===== src/ecc_mem_pkg.sv =====
`default_nettype none

package ecc_mem_pkg;

    localparam int mem_data_w = 58;
    localparam int mem_par_w  = 8;
    localparam int mem_cw_w   = mem_data_w + mem_par_w;
    localparam int mem_depth  = 64;
    localparam int mem_addr_w = $clog2(mem_depth);
    localparam int cnt_w      = 16;

    typedef enum logic {
        op_read  = 1'b0,
        op_write = 1'b1
    } mem_op_e;

    typedef enum logic [1:0] {
        st_idle,
        st_read,
        st_resp,
        st_wait_low
    } ctrl_state_e;

    // data sits in the upper bits so that a flip mask lines up with {data, parity}
    typedef struct packed {
        logic [mem_data_w-1:0] data;
        logic [mem_par_w-1:0]  parity;
    } codeword_t;

    typedef struct packed {
        mem_op_e               op;
        logic [mem_addr_w-1:0] addr;
        logic [mem_data_w-1:0] wdata;
        logic [mem_cw_w-1:0]   flip;
    } mem_req_t;

    typedef struct packed {
        logic [mem_data_w-1:0] rdata;
        logic                  sbit_err;
        logic                  dbit_err;
    } mem_rsp_t;

    typedef struct packed {
        logic                  valid;
        logic                  sbit;
        logic                  dbit;
        logic [mem_addr_w-1:0] addr;
    } err_evt_t;

endpackage

`default_nettype wire


===== src/ecc_58_cal.sv =====
`timescale 1ns/1ps
`default_nettype none

module ecc_58_cal #(
    parameter int DATA_WIDTH   = 58,
    parameter int PARITY_WIDTH = 8
) (
    input  wire  [DATA_WIDTH-1:0]   data_in,
    output logic [DATA_WIDTH-1:0]   data_out,
    input  wire  [PARITY_WIDTH-1:0] parity_in,
    output logic [PARITY_WIDTH-1:0] parity_out,
    input  wire                     bypass,
    output logic [DATA_WIDTH-1:0]   mask,
    output logic                    sbit_err,
    output logic                    dbit_err
);

    // column of the check matrix for one data bit
    // the low bits follow the Hamming positions that are not powers of two,
    // the last data bit takes the spare check bit, and the top bit makes
    // every column odd weight so double errors never alias a single error
    function automatic logic [PARITY_WIDTH-1:0] h_col(input int idx);
        logic [PARITY_WIDTH-1:0] col;
        int                      cnt;
        col = '0;
        cnt = 0;
        if (idx == DATA_WIDTH - 1) begin
            col[PARITY_WIDTH-2] = 1'b1;
            col[0]              = 1'b1;
        end else begin
            for (int pos = 3; pos < 2 ** (PARITY_WIDTH - 2); pos++) begin
                if ((pos & (pos - 1)) != 0) begin
                    if (cnt == idx) begin
                        col[PARITY_WIDTH-3:0] = pos[PARITY_WIDTH-3:0];
                    end
                    cnt++;
                end
            end
        end
        col[PARITY_WIDTH-1] = ~^col[PARITY_WIDTH-2:0];
        return col;
    endfunction

    function automatic logic [DATA_WIDTH*PARITY_WIDTH-1:0] build_h();
        logic [DATA_WIDTH*PARITY_WIDTH-1:0] h;
        h = '0;
        for (int i = 0; i < DATA_WIDTH; i++) begin
            h[i*PARITY_WIDTH +: PARITY_WIDTH] = h_col(i);
        end
        return h;
    endfunction

    localparam logic [DATA_WIDTH*PARITY_WIDTH-1:0] h_cols = build_h();

    logic [PARITY_WIDTH-1:0] syndrome;
    logic                    check_bit_err;
    logic                    single_err;
    logic                    double_err;

    always_comb begin
        parity_out = '0;
        for (int i = 0; i < DATA_WIDTH; i++) begin
            if (data_in[i]) begin
                parity_out = parity_out ^ h_cols[i*PARITY_WIDTH +: PARITY_WIDTH];
            end
        end
    end

    assign syndrome = parity_in ^ parity_out;

    // columns are distinct, so at most one mask bit can match
    always_comb begin
        mask = '0;
        for (int i = 0; i < DATA_WIDTH; i++) begin
            if (syndrome == h_cols[i*PARITY_WIDTH +: PARITY_WIDTH]) begin
                mask[i] = 1'b1;
            end
        end
    end

    // a weight-one syndrome points at a check bit and leaves the data good
    assign check_bit_err = (syndrome != '0) && ((syndrome & (syndrome - 1'b1)) == '0);
    assign single_err    = (|mask) || check_bit_err;
    assign double_err    = (syndrome != '0) && !single_err;

    assign data_out = bypass ? data_in : (data_in ^ mask);
    assign sbit_err = bypass ? 1'b0 : single_err;
    assign dbit_err = bypass ? 1'b0 : double_err;

endmodule

`default_nettype wire


===== src/ecc_mem_array.sv =====
`timescale 1ns/1ps
`default_nettype none

module ecc_mem_array
    import ecc_mem_pkg::*;
(
    input  wire                  clk,
    input  wire                  en,
    input  wire                  we,
    input  wire [mem_addr_w-1:0] addr,
    input  wire codeword_t       wcw,
    output codeword_t            rcw
);

    codeword_t mem [mem_depth];

    // a write leaves rcw holding the last read word
    always_ff @(posedge clk) begin
        if (en) begin
            if (we) begin
                mem[addr] <= wcw;
            end else begin
                rcw <= mem[addr];
            end
        end
    end

endmodule

`default_nettype wire


===== src/ecc_mem_ctrl.sv =====
`timescale 1ns/1ps
`default_nettype none

module ecc_mem_ctrl
    import ecc_mem_pkg::*;
(
    input  wire                   clk,
    input  wire                   rst,
    input  wire                   req,
    input  wire mem_req_t         req_data,
    input  wire                   bypass,
    output logic                  ack,
    output mem_rsp_t              rsp,
    output logic                  mem_en,
    output logic                  mem_we,
    output logic [mem_addr_w-1:0] mem_addr,
    output codeword_t             mem_wcw,
    input  wire codeword_t        mem_rcw,
    output err_evt_t              evt
);

    ctrl_state_e           state;
    logic                  start;
    logic [mem_addr_w-1:0] addr_q;
    logic [mem_data_w-1:0] cal_data_in;
    logic [mem_par_w-1:0]  cal_par_in;
    logic [mem_data_w-1:0] cal_data_out;
    logic [mem_par_w-1:0]  cal_par_out;
    logic                  cal_sbit;
    logic                  cal_dbit;

    // the request is taken in the same cycle it is seen in idle
    assign start    = (state == st_idle) && req;
    assign mem_en   = start;
    assign mem_we   = start && (req_data.op == op_write);
    assign mem_addr = req_data.addr;

    // flip goes on after encoding so the stored word carries the injected error
    assign mem_wcw = codeword_t'({req_data.wdata, cal_par_out} ^ req_data.flip);

    // one checker encodes in idle and checks the stored word in st_read
    always_comb begin
        if (state == st_read) begin
            cal_data_in = mem_rcw.data;
            cal_par_in  = mem_rcw.parity;
        end else begin
            cal_data_in = req_data.wdata;
            cal_par_in  = '0;
        end
    end

    ecc_58_cal #(
        .DATA_WIDTH   (mem_data_w),
        .PARITY_WIDTH (mem_par_w)
    ) u_ecc_cal (
        .data_in    (cal_data_in),
        .data_out   (cal_data_out),
        .parity_in  (cal_par_in),
        .parity_out (cal_par_out),
        .bypass     (bypass),
        .mask       (),
        .sbit_err   (cal_sbit),
        .dbit_err   (cal_dbit)
    );

    always_ff @(posedge clk) begin
        if (start) begin
            addr_q <= req_data.addr;
        end
    end

    always_ff @(posedge clk) begin
        if (rst) begin
            state <= st_idle;
            ack   <= 1'b0;
            rsp   <= '0;
            evt   <= '0;
        end else begin
            evt.valid <= 1'b0;
            case (state)
                st_idle: begin
                    if (req) begin
                        state <= (req_data.op == op_write) ? st_resp : st_read;
                    end
                end
                st_read: begin
                    rsp.rdata    <= cal_data_out;
                    rsp.sbit_err <= cal_sbit;
                    rsp.dbit_err <= cal_dbit;
                    evt.valid    <= 1'b1;
                    evt.sbit     <= cal_sbit;
                    evt.dbit     <= cal_dbit;
                    evt.addr     <= addr_q;
                    ack          <= 1'b1;
                    state        <= st_wait_low;
                end
                // writes leave rsp with the last read result
                st_resp: begin
                    ack   <= 1'b1;
                    state <= st_wait_low;
                end
                st_wait_low: begin
                    if (!req) begin
                        ack   <= 1'b0;
                        state <= st_idle;
                    end
                end
                default: begin
                    state <= st_idle;
                end
            endcase
        end
    end

endmodule

`default_nettype wire


===== src/ecc_err_log.sv =====
`timescale 1ns/1ps
`default_nettype none

module ecc_err_log
    import ecc_mem_pkg::*;
(
    input  wire                   clk,
    input  wire                   rst,
    input  wire err_evt_t         evt,
    output logic [cnt_w-1:0]      ce_count,
    output logic [cnt_w-1:0]      ue_count,
    output logic [mem_addr_w-1:0] last_err_addr
);

    // counters stick at all ones rather than wrap
    function automatic logic [cnt_w-1:0] sat_inc(input logic [cnt_w-1:0] cnt);
        if (cnt == '1) begin
            return cnt;
        end
        return cnt + 1'b1;
    endfunction

    always_ff @(posedge clk) begin
        if (rst) begin
            ce_count      <= '0;
            ue_count      <= '0;
            last_err_addr <= '0;
        end else if (evt.valid) begin
            if (evt.sbit) begin
                ce_count <= sat_inc(ce_count);
            end
            if (evt.dbit) begin
                ue_count <= sat_inc(ue_count);
            end
            if (evt.sbit || evt.dbit) begin
                last_err_addr <= evt.addr;
            end
        end
    end

endmodule

`default_nettype wire


===== src/ecc_mem_top.sv =====
`timescale 1ns/1ps
`default_nettype none

module ecc_mem_top
    import ecc_mem_pkg::*;
(
    input  wire                   clk,
    input  wire                   rst,
    input  wire                   req,
    input  wire mem_req_t         req_data,
    input  wire                   bypass,
    output logic                  ack,
    output mem_rsp_t              rsp,
    output logic [cnt_w-1:0]      ce_count,
    output logic [cnt_w-1:0]      ue_count,
    output logic [mem_addr_w-1:0] last_err_addr
);

    logic                  mem_en;
    logic                  mem_we;
    logic [mem_addr_w-1:0] mem_addr;
    codeword_t             mem_wcw;
    codeword_t             mem_rcw;
    err_evt_t              evt;

    ecc_mem_ctrl u_ctrl (
        .clk      (clk),
        .rst      (rst),
        .req      (req),
        .req_data (req_data),
        .bypass   (bypass),
        .ack      (ack),
        .rsp      (rsp),
        .mem_en   (mem_en),
        .mem_we   (mem_we),
        .mem_addr (mem_addr),
        .mem_wcw  (mem_wcw),
        .mem_rcw  (mem_rcw),
        .evt      (evt)
    );

    ecc_mem_array u_array (
        .clk  (clk),
        .en   (mem_en),
        .we   (mem_we),
        .addr (mem_addr),
        .wcw  (mem_wcw),
        .rcw  (mem_rcw)
    );

    ecc_err_log u_err_log (
        .clk           (clk),
        .rst           (rst),
        .evt           (evt),
        .ce_count      (ce_count),
        .ue_count      (ue_count),
        .last_err_addr (last_err_addr)
    );

endmodule

`default_nettype wire


===== config.mk =====
export PLATFORM = sky130hd
export DESIGN_NAME = ecc_mem_top
export DESIGN_NICKNAME = d
export VERILOG_FILES = /design/src/ecc_mem_pkg.sv /design/src/ecc_58_cal.sv /design/src/ecc_mem_array.sv /design/src/ecc_mem_ctrl.sv /design/src/ecc_err_log.sv /design/src/ecc_mem_top.sv
export SDC_FILE = /design/constraint.sdc
export NUM_CORES = 2
export LEC_CHECK = 0
export ABC_AREA = 1
export BUFFER_PORTS_ARGS = -buffer_cell sky130_fd_sc_hd__buf_2
export CORE_MARGIN = 5
export CORE_UTILIZATION = 25
export CTS_BUF_LIST = sky130_fd_sc_hd__clkbuf_8
export DETAILED_ROUTE_END_ITERATION = 10
export HOLD_SLACK_MARGIN = 0.15
export MAX_ROUTING_LAYER = met4
export PLACE_DENSITY_LB_ADDON = 0.1
export REMOVE_ABC_BUFFERS = 1
export SETUP_SLACK_MARGIN = 0.5
export SKIP_CTS_REPAIR_TIMING = 1
export SLEW_MARGIN = 10
export SYNTH_ARGS = -nofsm -noshare
export SYNTH_HDL_FRONTEND = slang
export SYNTH_MEMORY_MAX_BITS = 65536
export SYNTH_SLANG_ARGS = --single-unit

===== constraint.sdc =====
create_clock -name clk -period 13.7 [get_ports clk]
set_input_delay 0.685 -clock clk [delete_from_list [all_inputs] [get_ports clk]]
set_output_delay 0.685 -clock clk [all_outputs]
set_load 0.05 [all_outputs]

# Yosys cells after proc, flatten, opt, wreduce, memory -nomap -nowiden
# Memory sizes are Yosys's and may differ from the RTL's. A register that Yosys moved wholly into a read port is not among the register bits.
# Cells that the tools add are included.
op_classes:
  addsub: 3
  n_eq_ne: 67
  n_mux: 141
  bitwise_logic: 62
  n_reduce_logical: 19
ops:
  columns: ["cell", "count"]
  rows:
  - ["8-bit 2-to-1 mux", 33]
  - ["8-bit equality test, second input constant", 32]
  - ["8-bit by 6-bit equality test with 1-bit output, second input constant", 15]
  - ["58-bit 2-to-1 mux", 2]
  - ["3-bit inverter", 35]
  - ["5-bit inverter", 21]
  - ["6-bit 2-to-1 mux", 15]
  - ["1-bit 2-to-1 mux", 72]
  - ["66-bit bitwise XOR", 1]
  - ["58-bit OR reduction", 1]
  - ["58-bit bitwise XOR", 1]
  - ["8-bit by 5-bit equality test with 1-bit output, second input constant", 7]
  - ["5-bit 2-to-1 mux", 7]
  - ["16-bit by 1-bit adder with 16-bit output, second input constant", 2]
  - ["16-bit equality test, second input constant", 2]
  - ["16-bit 2-to-1 mux", 2]
  - ["8-bit by 4-bit equality test with 1-bit output, second input constant", 3]
  - ["4-bit 2-to-1 mux", 3]
  - ["9-bit 2-to-1 mux", 1]
  - ["8-bit bitwise AND", 1]
  - ["8-bit by 3-bit equality test with 1-bit output, second input constant", 1]
  - ["8-bit zero test", 1]
  - ["2-bit != test, second input constant", 4]
  - ["2-bit AND reduction", 4]
  - ["other kinds (18)", 26]
word_totals:
  reg_bits: 114
  mem_bits_rw: 4224
  memories: 1
memory_table:
  columns: ["memory", "words", "word_bits", "read_ports", "rd_ports_with_merged_regs", "wr", "line", "text"]
  rows:
  - ["u_array.mem", 64, 66, 1, 1, 1, "ecc_mem_array.sv:15", "codeword_t mem [mem_depth];"]

# Logic depth before layout (Yosys ltp)
logic_depth:
  word_depth: 127
  depth_mapped: 36
  depth_no_buf: 32

# Modules after synthesis
# Synthesis repeated with hierarchy kept, for this count alone.
hier_totals:
  cells_unflattened: 19429
  hier_area_um2: 190112.3
by_module_without_submodules:
  columns: ["module", "instances", "cells_each", "area_per_inst_um2"]
  rows:
  - ["ecc_mem_array", 1, 17329, 178666.4]
  - ["ecc_58_cal", 1, 1137, 5117.4]
  - ["ecc_mem_ctrl", 1, 610, 4137.7]
  - ["ecc_err_log", 1, 353, 2190.9]

# Worst setup path before layout
# No wires, ideal clock.
synth_path:
  path_kind: "input to register"
  start: "input port req_data[128] in the netlist's numbering"
  end: "memory u_array.mem[61][0] in the netlist's numbering, enable pin"
  setup_ps: 653
  arrival_time_ps: 8247
  t_required_ps: 13047
  path_slack_ps: 4800
  path_stages: 7
  cell_sequence: "clkbuf_1 inv_1 nor3_1 clkbuf_1 clkbuf_1 nand2_1 nor4_1"
synth_lines:
  columns: ["item", "line", "text"]
  rows:
  - ["start: declaration", "ecc_mem_top.sv:10", "input wire mem_req_t req_data,"]
  - ["end: declaration", "ecc_mem_array.sv:15", null]
# Straight into the memory's write port.

# Worst setup path after layout
layout_path:
  start: "register u_ctrl.state[1]"
  end: "register, netlist name u_ctrl.rsp[0]"
layout_via:
  elab_chain_len: 100
  word_cells_on_any_way: 245
  classes_between: "1 x add/sub; 59 x eq/ne; 119 x mux; 59 x bitwise; 7 x reduce/logical"
layout_lines:
  columns: ["item", "line", "text"]
  rows:
  - ["start: declaration", "ecc_mem_ctrl.sv:22", "ctrl_state_e state;"]
  - ["start signal: assignment", "ecc_mem_ctrl.sv:74", "state <= st_idle;"]
  - ["start signal: assignment", "ecc_mem_ctrl.sv:83", "state <= (req_data.op == op_write) ? st_resp : st_read;"]
  - ["start signal: assignment", "ecc_mem_ctrl.sv:95", "state <= st_wait_low;"]
  - ["2-bit by 1-bit equality test with 1-bit output (*)", "ecc_mem_ctrl.sv:43, ecc_mem_ctrl.sv:80", null]
  - ["58-bit 2-to-1 mux", "ecc_mem_ctrl.sv:43", "if (state == st_read) begin"]
  - ["8-bit 2-to-1 mux", "ecc_58_cal.sv:63", "if (data_in[i]) begin"]
  - ["3-bit inverter (no source line)", null, null]
  - ["8-bit 2-to-1 mux (2 in a row)", "ecc_58_cal.sv:63", null]
  - ["3-bit inverter (no source line)", null, null]
  - ["3-bit 2-to-1 mux", "ecc_58_cal.sv:63", null]
  - ["3-bit inverter (no source line)", null, null]
  - ["[... 83 more ...]", null, null]
  - ["8-bit by 1-bit subtractor with 8-bit output", "ecc_58_cal.sv:82", "assign check_bit_err = (syndrome != '0) && ((syndrome & (syndrome - 1'b1)) == '0);"]
  - ["8-bit bitwise AND", "ecc_58_cal.sv:82", null]
  - ["8-bit zero test", "ecc_58_cal.sv:82", null]
  - ["1-bit logical AND", "ecc_58_cal.sv:82", null]
  - ["1-bit logical OR", "ecc_58_cal.sv:83", "assign single_err = (|mask) || check_bit_err;"]
  - ["1-bit zero test", "ecc_58_cal.sv:84", "assign double_err = (syndrome != '0) && !single_err;"]
  - ["1-bit logical AND", "ecc_58_cal.sv:84", null]
  - ["1-bit 2-to-1 mux", "ecc_58_cal.sv:88", "assign dbit_err = bypass ? 1'b0 : double_err;"]
# Every way passes the cells marked *; elsewhere a longest branch is shown, timed or not.
# A chain may end at the register's enable or synchronous reset.

==> impl_metrics.yaml <==
status:
  status: "complete, no violations"
yosys:
  synth_compound_area_frac: 0.0925
  synthMuxAreaShare: 0
  synth-simple-area-share: 0.0872
  syn_avg_cell_area_sq_um: 15.4
  synthCells: 10744
  yosysUniqueCellTypes: 53
  synthXorXnorAreaFrac: 0.00864
  synth_top_area_cell: "edfxtp_1"
  synth-edff-count: 4296
  netlist_top_cells_area: "edfxtp_1 78%, nand2_1 5.5%, a221oi_1 2.8%, a22oi_1 2.8%, a22o_1 2.4%"
  yosysTopAreaCellShare: 0.778
  ys_async_sr_fraction: 0
  ys_ff_latch: 4404
  ys_seq_area_frac: 0.791
  synth_top_family_by_area: "compound AO/OA/AOI/OAI gates"
  synthAdderAreaFrac: 0.000453
  synth-main-ff-cell: "edfxtp_1"
  syn-cell-area_sq_um: 166000
  ys_warn_count: 0
place:
  dp.cells: 19514
  dp_slack_ns: 7.39
  port_buffers: 233
  hpwl_mm: 426
  gp_congestion: 0.870
setup_path:
  crit_family: "simple AND/OR/NAND/NOR gates"
  start_kind: "register"
  worst_ep_arrival_time_ns: 7.36
  critical_path.max_fanout: 52
  cp_slowest_cell: "buf_4"
  critical_path.startpoint: "u_ctrl.state[1]"
  worst_path_most_repeated_cell: "nand2_1"
  crit_type: "register to register"
  worstPathRequired_ns: 14.82
  reg2reg_from: "u_ctrl.state[1]"
  slowest_delay_ns: 0.68
  crit_path_end_kind: "register"
  crit_buf_inv: 4
cells_and_area:
  syn_to_final_growth_pct: 17.9
  final_cells: 20960
  final_nets: 11766
  drive_gt1_frac: 0.145
sta:
  hold_viol: 0
  timing.hold.ws_ns: 0.182
  min_period_ns: 6.24
  maxSlewHeadroom: 0.0692
  drv_slew: 0
  period_share: 0.455
  rsz0062_at_grt: "no"
  skew_ns: 0.133
  fin_ws_ns: 7.46
  max_freq_mhz: 160
  worst_pin_slew_ns: 1.40
  setup_viol: 0
  final.setup.tns_ns: 0
floorplan:
  die_h_microns: 824
  dieArea_sq_um: 679000
  io_pins: 234
  die_w_microns: 824
  core_sq_um: 662000
  start_util: 0.250
  floorplan.rows: 299
drt:
  drc: 0
  postRouteAntennaNets: 0
  drtIter0Drc: 11084
  firstDrtPassIters: 5
  viasPerCell: 5.02
  wl_mm: 765
  wl_per_cell_microns: 36.5
  via_count: 105210
power:
  cellPowerDensity_nw_per_um2: 158
  ir_worst_vdd_mv: 0.226
  leakage_nw: 63.9
clock_network:
  ctsLongestPathBuffers: 4
  clkTransAtPathRegs_ns: 0.07
  clk_latency_ns: 1.36
  cts.sink_count: 4404
  htree_levels: 6
  cts_root_buf: "clkbuf_8"
  numCtsBuffers: 777
  tritoncts: "yes"
global_routing:
  grt_pass1_vias: 104783
  antenna_found_initial: 69
  grt_start_max_net_pins: 88
  grt_pass1_wl_mm: 1000
  overflow: 0
  grt_use_total: 0.224
flow_run:
  max-cap-violations: 0
hold_path:
  hold_start: "req_data[14]"
  hp-class: "input port to register"
through the flow:
| stage | instance area [sq um] | total power [mW] | utilization |
|---|---|---|---|
| final | 195000 | 30.9 | 0.295 |
| after floorplan | 163000 | 18.4 | - |
| after global placement | 181000 | 19.8 | 0.273 |
| after detailed placement | 181000 | 19.8 | 0.273 |
| after CTS | 195000 | 31.3 | 0.294 |
| after global routing | 195000 | 32.1 | 0.295 |
registers in the layout (all words and copies together), names as in the netlist, 2 cells and up:
register / count
u_array.mem: 4224
u_err_log.ce_count: 16
u_ctrl.state: 2
u_ctrl.rsp: 60
u_err_log.ue_count: 16
u_array.rcw: 66
u_ctrl.evt: 7
u_err_log.last_err_addr: 6
u_ctrl.addr_q: 6
cell type report:
cell class              instances  area (sq um)
fillers                     66198        467000
flip-flops and latches       4404        131000
multi-input cells            5505         33100
clock buffers                 795         10900
well taps                    8729         10900
repair buffers                686          5260
clock inverters               576          3130
inverters                     251           950
diodes                         14          35.0
Yosys cell counts (130+ instances only):
cell and count:
o21ai_0 130, a22o_1 452, nand2_1 2410, edfxtp_1 4296, inv_1 238, clkbuf_1 411
a22oi_1 613, nand4_1 512, a221oi_1 534, nand3_1 153, buf_1 146, nor2_1 190
layout by cell type, fill, tap and decap left out, types with 50 or more instances in the layout:
master / instances
nand2_1: 2407
clkinv_2: 50
dlygate4sd3_1: 61
nor2_1: 128
a22o_1: 452
xnor2_1: 53
a22oi_1: 613
xor2_4: 62
nand3_1: 153
a21oi_1: 116
a221oi_1: 534
o21ai_0: 130
nor2_4: 64
clkbuf_8: 795
dfxtp_1: 108
buf_2: 233
buf_4: 348
inv_1: 502
nand4_1: 512
clkinv_1: 187
edfxtp_1: 4296
cell families after synthesis:
kind of cell	after synthesis
flops	4404
fa+ha+maj	6
compound gates	1959
buf+inv	835
xor+xnor	161
simple gates	3379
where the power goes:
part           total [mW]  internal [mW]  switching, mW
Sequential           15.9           15.8          0.142
Clock                11.4           5.60           5.78
Combinational        3.65          0.727           2.92
Total                30.9           22.1           8.84
final timing paths:
path	end	slack (ns)	depth (start not counted)
max	u_ctrl.rsp[0]	7.46	27
min	u_array.mem[9][14]	0.18	3
max reg2reg	u_ctrl.rsp[0]	7.46	27
min reg2reg	u_ctrl.evt[5]	0.48	2
worst reg2reg max path: stages (launching register included):
cell	delay, ns
dfxtp_1	0.34
inv_1	0.12
ha_4	0.37
inv_6	0.48
buf_4	0.69
nand2_1	0.14
nand2_1	0.37
inv_1	0.26
nand3_1	0.15
nand2_1	0.09
nand3_1	0.08
nand2_1	0.09
xnor2_1	0.37
nand3_1	0.27
nand2_1	0.28
nand2_1	0.08
nand2_1	0.10
nand2_1	0.15
nor2_1	0.66
nand2_1	0.33
nand2_1	0.15
nor2_1	0.05
nand2_1	0.06
nor2_1	0.05
nand3_1	0.12
nor2_1	0.06
nand2_1	0.07
a21oi_2	0.05
per-layer routing:
layer | global-route usage | wire, microns | vias to the layer above
li1 | - | - | 43714
met1 | 0.296 | 336000 | 56670
met2 | 0.365 | 367000 | 3900
met3 | 0.0291 | 40400 | 926
met4 | 0.0585 | 22300 | 0
met5 | - | 0 | -
Power figures use the tool's default switching activity.
